## src/hdl/mem_pkg.sv

```systemverilog
package mem_pkg;

    // default sizes, overridden from the top level
    parameter int ISSUE_WIDTH = 2;
    parameter int RAM_WORDS   = 256;
    parameter int RAM_LATENCY = 2;

    typedef logic [31:0] bus32_t;
    typedef logic [4:0]  reg_addr_t;
    typedef logic [13:0] csr_addr_t;

    typedef enum logic [7:0] {
        ALU_NOP  = 8'h00,
        ALU_LDB  = 8'h01,
        ALU_LDBU = 8'h02,
        ALU_LDH  = 8'h03,
        ALU_LDHU = 8'h04,
        ALU_LDW  = 8'h05,
        ALU_LLW  = 8'h06,
        ALU_STB  = 8'h07,
        ALU_STH  = 8'h08,
        ALU_STW  = 8'h09,
        ALU_ERTN = 8'h0a,
        ALU_IDLE = 8'h0b
    } aluop_t;

    // exception codes, ALE follows the LoongArch ecode
    typedef logic [5:0] exc_cause_t;

    localparam exc_cause_t EXC_NONE = 6'h00;
    localparam exc_cause_t EXC_ALE  = 6'h09;

    // execute to memory
    typedef struct packed {
        logic       valid;
        bus32_t     pc;
        aluop_t     aluop;
        bus32_t     mem_addr;
        bus32_t     store_data;
        logic       reg_write_en;
        reg_addr_t  reg_write_addr;
        bus32_t     reg_write_data;
        logic       is_llw_scw;
        logic       csr_write_en;
        csr_addr_t  csr_addr;
        bus32_t     csr_write_data;
        logic       is_privilege;
        exc_cause_t exception_cause;
    } ex_mem_t;

    // memory to writeback
    typedef struct packed {
        logic      valid;
        logic      reg_write_en;
        reg_addr_t reg_write_addr;
        bus32_t    reg_write_data;
        logic      is_llw_scw;
        logic      csr_write_en;
        csr_addr_t csr_write_addr;
        bus32_t    csr_write_data;
    } mem_wb_t;

    // bypass to dispatch
    typedef struct packed {
        logic      reg_write_en;
        reg_addr_t reg_write_addr;
        bus32_t    reg_write_data;
    } push_forward_t;

    // status towards the control unit
    typedef struct packed {
        logic       is_exception;
        exc_cause_t exception_cause;
        bus32_t     pc;
        bus32_t     exception_addr;
        logic       is_privilege;
        logic       is_ertn;
        logic       is_idle;
    } mem_ctrl_t;

    typedef struct packed {
        logic       valid;
        logic       we;
        bus32_t     addr;
        logic [3:0] wstrb;
        bus32_t     wdata;
    } dcache_req_t;

    typedef struct packed {
        logic   data_ok;
        bus32_t rdata;
    } dcache_resp_t;

endpackage

```

## src/hdl/mem_stage.sv

```systemverilog
`timescale 1ns/1ns

module mem_stage #(
    parameter int ISSUE_WIDTH = mem_pkg::ISSUE_WIDTH
) (
    input  logic                   clk,
    input  logic                   reset_i,
    input  mem_pkg::ex_mem_t       mem_i [ISSUE_WIDTH],
    output mem_pkg::dcache_req_t   dcache_req_o,
    input  mem_pkg::dcache_resp_t  dcache_resp_i,
    output mem_pkg::mem_wb_t       wb_o [ISSUE_WIDTH],
    output mem_pkg::push_forward_t fwd_o [ISSUE_WIDTH],
    output mem_pkg::mem_ctrl_t     ctrl_o [ISSUE_WIDTH],
    output logic                   pause_o
);
    import mem_pkg::*;

    logic [1:0] offset;
    logic       is_load;
    logic       is_store;
    logic       is_half;
    logic       is_word;
    logic       mem_op;
    logic       misaligned;
    logic       ale;
    logic       access;
    logic       req_sent_q;
    bus32_t     cache_data;
    bus32_t     shifted;
    bus32_t     load_data;

    assign offset = mem_i[0].mem_addr[1:0];

    // lane 0 opcode decode
    always_comb begin
        is_load  = 1'b0;
        is_store = 1'b0;
        is_half  = 1'b0;
        is_word  = 1'b0;
        case (mem_i[0].aluop)
            ALU_LDB, ALU_LDBU: begin
                is_load = 1'b1;
            end
            ALU_LDH, ALU_LDHU: begin
                is_load = 1'b1;
                is_half = 1'b1;
            end
            ALU_LDW, ALU_LLW: begin
                is_load = 1'b1;
                is_word = 1'b1;
            end
            ALU_STB: begin
                is_store = 1'b1;
            end
            ALU_STH: begin
                is_store = 1'b1;
                is_half  = 1'b1;
            end
            ALU_STW: begin
                is_store = 1'b1;
                is_word  = 1'b1;
            end
            default: begin
                is_load = 1'b0;
            end
        endcase
    end

    // an entry that already carries an exception skips memory
    assign mem_op = mem_i[0].valid && (is_load || is_store)
                    && mem_i[0].exception_cause == EXC_NONE;
    assign misaligned = (is_half && offset[0]) || (is_word && offset != 2'b00);
    assign ale        = mem_op && misaligned;
    assign access     = mem_op && !misaligned;

    // held until data_ok
    assign pause_o = access && !dcache_resp_i.data_ok;

    // one request per access
    always_ff @(posedge clk) begin
        if (reset_i) begin
            req_sent_q <= 1'b0;
        end else if (dcache_resp_i.data_ok) begin
            req_sent_q <= 1'b0;
        end else if (dcache_req_o.valid) begin
            req_sent_q <= 1'b1;
        end
    end

    always_comb begin
        dcache_req_o       = '0;
        dcache_req_o.valid = access && !req_sent_q;
        dcache_req_o.we    = is_store;
        dcache_req_o.addr  = mem_i[0].mem_addr;
        case (mem_i[0].aluop)
            ALU_STB: begin
                dcache_req_o.wstrb = 4'b0001 << offset;
                dcache_req_o.wdata = {24'b0, mem_i[0].store_data[7:0]} << {offset, 3'b000};
            end
            ALU_STH: begin
                dcache_req_o.wstrb = offset[1] ? 4'b1100 : 4'b0011;
                dcache_req_o.wdata = {16'b0, mem_i[0].store_data[15:0]} << {offset, 3'b000};
            end
            ALU_STW: begin
                dcache_req_o.wstrb = 4'b1111;
                dcache_req_o.wdata = mem_i[0].store_data;
            end
            default: begin
                dcache_req_o.wstrb = 4'b0000;
            end
        endcase
    end

    // load extraction
    assign cache_data = dcache_resp_i.data_ok ? dcache_resp_i.rdata : '0;
    assign shifted    = cache_data >> {offset, 3'b000};

    always_comb begin
        case (mem_i[0].aluop)
            ALU_LDB:          load_data = {{24{shifted[7]}}, shifted[7:0]};
            ALU_LDBU:         load_data = {24'b0, shifted[7:0]};
            ALU_LDH:          load_data = {{16{shifted[15]}}, shifted[15:0]};
            ALU_LDHU:         load_data = {16'b0, shifted[15:0]};
            ALU_LDW, ALU_LLW: load_data = cache_data;
            default:          load_data = mem_i[0].reg_write_data;
        endcase
    end

    // writeback, forward and ctrl per lane
    always_comb begin
        exc_cause_t cause;
        for (int i = 0; i < ISSUE_WIDTH; i++) begin
            cause = (i == 0 && ale) ? EXC_ALE : mem_i[i].exception_cause;

            wb_o[i].valid          = mem_i[i].valid;
            wb_o[i].reg_write_en   = mem_i[i].reg_write_en && cause == EXC_NONE;
            wb_o[i].reg_write_addr = mem_i[i].reg_write_addr;
            wb_o[i].reg_write_data = (i == 0) ? load_data : mem_i[i].reg_write_data;
            wb_o[i].is_llw_scw     = mem_i[i].is_llw_scw;
            wb_o[i].csr_write_en   = mem_i[i].csr_write_en;
            wb_o[i].csr_write_addr = mem_i[i].csr_addr;
            wb_o[i].csr_write_data = mem_i[i].csr_write_data;

            fwd_o[i].reg_write_en   = wb_o[i].valid && wb_o[i].reg_write_en;
            fwd_o[i].reg_write_addr = wb_o[i].reg_write_addr;
            fwd_o[i].reg_write_data = wb_o[i].reg_write_data;

            ctrl_o[i].is_exception    = mem_i[i].valid && cause != EXC_NONE;
            ctrl_o[i].exception_cause = cause;
            ctrl_o[i].pc              = mem_i[i].pc;
            ctrl_o[i].exception_addr  = mem_i[i].mem_addr;

            // only lane 0 reports these
            ctrl_o[i].is_privilege = (i == 0) && mem_i[i].valid && mem_i[i].is_privilege;
            ctrl_o[i].is_ertn      = (i == 0) && mem_i[i].valid && cause == EXC_NONE
                                     && mem_i[i].aluop == ALU_ERTN;
            ctrl_o[i].is_idle      = (i == 0) && mem_i[i].valid && mem_i[i].aluop == ALU_IDLE;
        end
    end

endmodule

```

## config.mk

```make
export PLATFORM = sky130hd
export DESIGN_NAME = mem_stage
export DESIGN_NICKNAME = d
export VERILOG_FILES = /design/src/hdl/mem_pkg.sv /design/src/hdl/mem_stage.sv
export SDC_FILE = /design/constraint.sdc
export NUM_CORES = 1
export LEC_CHECK = 0
export ABC_AREA = 1
export BUFFER_PORTS_ARGS = -buffer_cell sky130_fd_sc_hd__buf_2
export CELL_PAD_IN_SITES_DETAIL_PLACEMENT = 1
export CELL_PAD_IN_SITES_GLOBAL_PLACEMENT = 1
export CORE_AREA = 2 2 351 353
export DETAILED_ROUTE_END_ITERATION = 8
export DIE_AREA = 0 0 353 355
export PLACE_DENSITY = 0.39
export SLEW_MARGIN = 20
export SYNTH_ARGS = -nofsm -noshare
export SYNTH_HDL_FRONTEND = slang
export SYNTH_SLANG_ARGS = --single-unit
```

## constraint.sdc

```tcl
create_clock -name clk -period 3.6 [get_ports clk]
set_clock_uncertainty 0.1 [all_clocks]
set_input_delay 0.18 -clock clk [delete_from_list [all_inputs] [get_ports clk]]
set_output_delay 0.18 -clock clk [all_outputs]
set_load 0.05 [all_outputs]
```

## After elaboration in Yosys (flattened, before gate mapping)

Cells that the tools add are included.

| word-level totals | value |
|---|---|
| flip-flop bits (word level) | 1 |
| input bits | 431 |
| output and inout port bits | 469 |

| operators by class | value |
|---|---|
| equality and inequality tests | 11 |
| shifts and indexed selects | 4 |
| mux-type cells | 10 |
| reductions and logical operators | 35 |

Operator list:

| operator | count |
|---|---|
| case mux 32 bit (5 select lines) | 1 |
| case mux 32 bit (3 select lines) | 1 |
| equality test 8 x 3 -> 1 bit (second input constant) | 4 |
| equality test 8 x 4 -> 1 bit (second input constant) | 4 |
| two-way mux 32 bit | 1 |
| << shifter 16 x 5 -> 32 bit | 1 |
| << shifter 8 x 5 -> 32 bit | 1 |
| right shift 32 x 5 -> 16 bit | 1 |
| logical AND 1 bit | 18 |
| zero test 6 bit | 3 |
| equality test 8 x 2 -> 1 bit (second input constant) | 2 |
| case mux 4 bit (3 select lines) | 1 |
| nonzero test 6 bit | 2 |
| OR reduction 3 bit | 3 |
| equality test 8 x 1 -> 1 bit (second input constant) | 1 |
| two-way mux 6 bit | 1 |
| OR reduction 6 bit | 1 |
| two-way mux 1 bit | 4 |
| two-way mux 4 bit | 1 |
| OR reduction 2 bit | 2 |
| << shifter 1 x 2 -> 4 bit (first input constant) | 1 |
| zero test 1 bit | 3 |
| logical OR 1 bit | 2 |
| nonzero test 2 bit | 1 |

## Logic depth before layout (Yosys ltp)

Gate-level depths: netlist of run 1.

| depth | value |
|---|---|
| depth in word-level cells | 11 |
| gate-level depth with buffers | 12 |
| mapped depth without buffers | 11 |

## Worst setup path after synthesis of run 1

Ideal clock, no wire load.

| path | value |
|---|---|
| path kind | input to output |
| start | in mem_i[362] (netlist bit) |
| end | out wb_o[139] (netlist bit) |
| arrival | 2245 ps |
| slack | 1075 ps |
| stages on the path | 11 |
| buffers on the path | 2 |
| cells stage by stage | nor2_1 nand2_2 nor2_4 nand2_4 nand2_2 nor2_8 inv_2 buf_6 nor2_1 a31oi_1 buf_4 |

RTL lines:

| item | line | RTL |
|---|---|---|
| start, declared | mem_stage.sv:8 | `input mem_pkg::ex_mem_t mem_i [ISSUE_WIDTH],` |
| end, declared | mem_stage.sv:11 | `output mem_pkg::mem_wb_t wb_o [ISSUE_WIDTH],` |

==> impl_results.md, run 1 <==
- Largest registers: req_sent_q: 1 flops
- Share of layout cells above drive strength 1: 0.4494
- Number of gates resized after CTS: 0
- Worst path bufs/invs: 5
- CP Launch Type: primary input
- Critical path class: in2out
- First-pass GRT wire length: 58860 µm
- Violation count after the first detailed-routing iteration: 155
- Number of buffers inserted for hold repair after clock tree synthesis: 0
- Layout overhead on the synthesized area: 23.02%
- Number of cell rows: 128
- Pin count of the biggest net entering global routing: 29
- Number of nets at the end of the flow: 1125
- Flip-flop count of the largest register, all copies and words added: 1
- Normalized max-slew margin: 0.3739
- Half-perimeter wire length after detailed placement: 45130 µm
- Worst-skew pair later-pin latency: 0 ns
- Post-CTS setup buffer count: 0
- Mean post-synth cell area: 6.084 µm²
- Routability congestion estimate from global placement: 0.7007
- Die outline height: 355 µm
- Crit path capture type: output port
- Synthesized netlist cell count: 814
- Sequential share of the synthesized area: 0.004042
- Vias in the first global route: 5000
- Final WL: 48430 µm
- Share of the cycle needed by the critical path after routing: 0.7969
- Initial antenna violation count: 24
- Max-cap violation count: 0
- CP Data Required Time: 3.32 ns
- Count of nets left with antenna violations after detail routing: 0
- Starting Density: 0.04079
- Number of pins exceeding their max-slew limit in the final report: 0
- Wire length per cell after detailed routing: 20.83 µm
- Dominant cells by area after synthesis: buf_4, nand2_1, nor2_1
- Via count of the routed design: 4696
- Fin Setup TNS: 0 ns
- Worst path cell trace: buf_2 > inv_2 > nor2_4 > a22oi_1 > nand2_1 > nor2_1 > inv_2 > o2111ai_1 > buf_4 > buf_12
- Highest clock rate: 0.3486 GHz
- Most Frequent Cell on Critical Path: inv_2
- Crit-path max cell delay: 0.46 ns
- Unrepaired setup endpoints after global routing: false
- Register bit count reported by yosys: 1
- Number of input and output port buffers inserted: 255
- Syn. warnings: 0
- Slew of the pin with the lowest slew margin: 0.9382 ns
- Final Hold Vio Count: 0
- Run status: complete, no violations
- Remaining global-route overflow: 0
- Final setup violation count: 0
- Global-route usage over all layers: 0.07311
- Cell accounting for the most synthesized area: buf_4
- Arrival time worst endpoint: 2.59 ns
- Synth cell types: 33
- Most flop-heavy register: req_sent_q
- I/O pin count: 900
- Die W: 353 µm
- Yosys top cell area share: 0.5836
- Pre-antenna DRT Iters: 4
- Cell type of the slowest stage on the worst timing path: o2111ai_1
- Time the final worst path needs with I/O delays and setup: 2.869 ns
- Number of vias per cell: 2.020
- Combined area of all synthesized cells: 0.004952 mm²
- Worst Hold Class: in2out
- Area of the placeable core: 0.1214 mm²
- CP Max Fanout: 13
- Floorplan die area: 0.1253 mm²
- DRC violation count after routing: 0
- Gate family responsible for the most delay along the worst path: buffers and inverters
## layer usage
layer / track usage / up-vias / wire length (µm)
li1: - / 1989 / -
met1: 0.07386 / 1975 / 16580
met2: 0.1157 / 620 / 21020
met3: 0.05641 / 110 / 8962
met4: 0.02306 / 2 / 1864
met5: 0 / - / 9
## cell usage in the layout (no fill, tap or decap), drive strengths merged
cell type / count
o2111ai: 16
nor3b: 1
dfxtp: 1
buf: 287
a22oi: 12
or2: 1
o22ai: 16
a22o: 5
nor2: 63
o21ai: 37
a31oi: 7
o211ai: 1
a21oi: 20
nor4: 2
a221oi: 1
nand3: 31
diode: 8
nand4: 3
nand2: 140
inv: 45
conb: 3
## logic make-up after synthesis
kind of cell,synth area share
buffers and inverters,0.6425
and+or+nand+nor,0.2074
AOI/OAI and AO/OA,0.1453
DFF,0.004043
other,0.0007572
## cell type report
cell class	instances	area (µm²)
fillers	14833	115300
repair buffers	287	2085
well taps	1625	2033
multi-input cells	359	1765
inverters	45	168.9
flip-flops and latches	1	20.02
diodes	8	20.02
## worst register-to-register path: cells and delay by family, from the launching register on
kind | cells | cell delay, ns
compound gates | 1 | 0.13
buf+inv | 1 | 0.04
flops | 1 | 0.31
## per-stage QoR
step / cells / hold slack, ns / setup slack, ns / util / cell area, µm²
floorplan: 816 / 0.2342 / 1.075 / - / 4960
global placement: 2317 / 0.2603 / 0.5288 / 0.05002 / 6072
detailed placement: 2317 / 0.2603 / 0.5421 / 0.05002 / 6072
CTS: 2317 / 0.2603 / 0.5397 / 0.05002 / 6072
global route: 2318 / 0.2601 / 0.4566 / 0.05004 / 6075
finish: 2325 / 0.2600 / 0.7312 / 0.05018 / 6092
## Yosys cell counts (all sizes together)
cell     instances
o2111ai         16
dfxtp            1
o22ai           16
o211ai           1
nand3           31
nor4             2
a22oi           12
nor3b            1
clkbuf          10
nand4            3
o21ai           37
conb             1
buf            401
nor2            63
a22o             5
or2              1
nand2          140
inv             45
a21oi           20
a221oi           1
a31oi            7
## path summary, 6_finish.rpt
path	start	to	slack, ns	cells past startpoint
worst min register to register	req_sent_q$_SDFFE_PP0P_	req_sent_q$_SDFFE_PP0P_	0.36	2
worst max-delay path	mem_i[323]	wb_o[156]	0.73	10
worst max register to register	req_sent_q$_SDFFE_PP0P_	req_sent_q$_SDFFE_PP0P_	2.93	2
worst min-delay path	mem_i[377]	ctrl_o[123]	0.26	0
==> inputs of run 2 (changes only) <==
CORE_AREA = 2 2 346 348   (was 2 2 351 353)
DIE_AREA = 0 0 348 350   (was 0 0 353 355)
PLACE_DENSITY = 0.41   (was 0.39)
clock period = 2.55 ns   (was 3.6 ns; I/O delays follow)
==> impl_results.md, run 2 (same netlist as run 1, synthesis figures left out) <==
- Run status: complete, no violations
- Share of layout cells above drive strength 1: 0.4770 (+0.02757)
- Design Power: 1.063 mW
- Normalized max-slew margin: 0.5851 (+0.2112)
- Unrepaired setup endpoints after global routing: false
- First-pass GRT wire length: 56970 µm (-3.2%)
- Fin Setup TNS: 0 ns (unchanged)
- Number of input and output port buffers inserted: 255 (unchanged)
- Most used cells in the layout excluding fill and tap cells: buf_2, nand2_1, buf_12
- CP Max Fanout: 9 (-4)
- Final WL: 47530 µm (-1.9%)
- Die outline height: 350 µm (-1.4%)
- Worst Slack Setup Final: 0.1416 ns (-0.5895 ns)
- Worst vdd rail ir drop: 0.00006850 V
- Die W: 348 µm (-1.4%)
- Share of the cycle needed by the critical path after routing: 0.9445
- Crit path capture type: output port
- Vias in the first global route: 4995 (-0.10%)
- Half-perimeter wire length after detailed placement: 44280 µm (-1.9%)
- I/O pin count: 900 (unchanged)
- Number of nets at the end of the flow: 1150 (+2.2%)
- CP Data Required Time: 2.32 ns (-1.00 ns)
- Via count of the routed design: 4783 (+1.9%)
- Remaining global-route overflow: 0 (unchanged)
- Flip-flop count of the largest register, all copies and words added: 1 (unchanged)
- Most frequent standard cell in the layout excluding fill and tap cells: buf_2
- Slew of the pin with the lowest slew margin: 0.6218 ns (-0.3164 ns)
- Number of cell rows: 126 (-1.6%)
- Floorplan die area: 0.1218 mm² (-2.8%)
- Pin count of the biggest net entering global routing: 35 (+21%)
- Max-cap violation count: 0 (unchanged)
- Number of pins exceeding their max-slew limit in the final report: 0 (unchanged)
- Layout overhead on the synthesized area: 32.54%
- Worst Hold Class: in2out
- Worst-skew pair later-pin latency: 0 ns (unchanged)
- Largest registers: req_sent_q: 1 flops
- DRC violation count after routing: 0 (unchanged)
- Final setup violation count: 0 (unchanged)
- Time the final worst path needs with I/O delays and setup: 2.408 ns
- Dpl ws: -0.02716 ns (-0.5692 ns)
- Number of buffers inserted for hold repair after clock tree synthesis: 0 (unchanged)
- Final Hold Vio Count: 0 (unchanged)
- Total power divided by cell area: 162.0 mW/mm²
- Wire length per cell after detailed routing: 21.01 µm (+0.87%)
- Post-CTS setup buffer count: 0 (unchanged)
- Tightest hold margin: 0.1550 ns (-0.1050 ns)
- Violation count after the first detailed-routing iteration: 192 (+24%)
- Pre-antenna DRT Iters: 4 (unchanged)
- Count of nets left with antenna violations after detail routing: 0 (unchanged)
- Initial antenna violation count: 17 (-29%)
- Global-route usage over all layers: 0.07346 (+0.0003493)
- Highest clock rate: 0.4152 GHz
- Most flop-heavy register: req_sent_q
- CP Launch Type: primary input
- Leakage power: 2.669 nW
- Critical path class: in2out
- Number of vias per cell: 2.115 (+4.7%)
- Routability congestion estimate from global placement: 0.6869 (-2.0%)
- Area of the placeable core: 0.1178 mm² (-3.0%)
- Starting Density: 0.04205 (+0.001258)
- Arrival time worst endpoint: 2.18 ns (-0.41 ns)
[run 2: area by class of cell]
type	instances	area [µm²]
antenna	9	22.52
fill	14264	111200
inverter	45	171.4
multi-input combinational	359	1793
sequential	1	20.02
tap	1536	1922
timing repair buffer	312	2635
[run 2: timing repair]
| action | CTS | global route |
|---|---|---|
| gates resized for setup | 2 | 6 |
| pin swaps | 0 | 0 |
| setup endpoints to repair | 3 | 9 |
| cloned | 0 | 0 |
[run 2: layer usage]
layer	up-vias	routed length, µm	track usage
met5	-	51	0.0003925
met4	8	1910	0.02403
met3	130	8008	0.05268
met2	532	20780	0.1174
met1	2066	16780	0.07529
li1	2047	-	-
[run 2: per-stage QoR]
stage | instances | util | instance area (µm²)
floorplan | 816 | - | 4960
global placement | 2253 | 0.05529 | 6511
detailed placement | 2253 | 0.05529 | 6511
CTS | 2253 | 0.05533 | 6516
global route | 2254 | 0.05557 | 6544
finish | 2262 | 0.05574 | 6564
[run 2: worst max-delay path, stage by stage]
cell,delay (ns)
buf_2,0.24
buf_4,0.23
nand2_1,0.18
buf_4,0.24
a21oi_1,0.06
a21oi_1,0.15
nand3_1,0.19
buf_4,0.21
a31oi_2,0.19
buf_4,0.18
buf_12,0.13
[run 2: report_power, final]
part	internal, mW	switching, mW	leakage [nW]
Combinational	0.367	0.681	2.66
Clock	0.000000134	0	0.0000572
Sequential	0.0160	0.00000122	0.00805
Total	0.383	0.681	2.67
[run 2: worst paths after layout]
check | to | slack (ns) | start | cells after the start
max | fwd_o[41] | 0.14 | mem_i[324] | 11
min | dcache_req_o[48] | 0.16 | mem_i[335] | 0
max reg2reg | req_sent_q$_SDFFE_PP0P_ | 1.91 | req_sent_q$_SDFFE_PP0P_ | 2
min reg2reg | req_sent_q$_SDFFE_PP0P_ | 0.34 | req_sent_q$_SDFFE_PP0P_ | 2
Note: power is estimated with default switching activity, not from simulation.
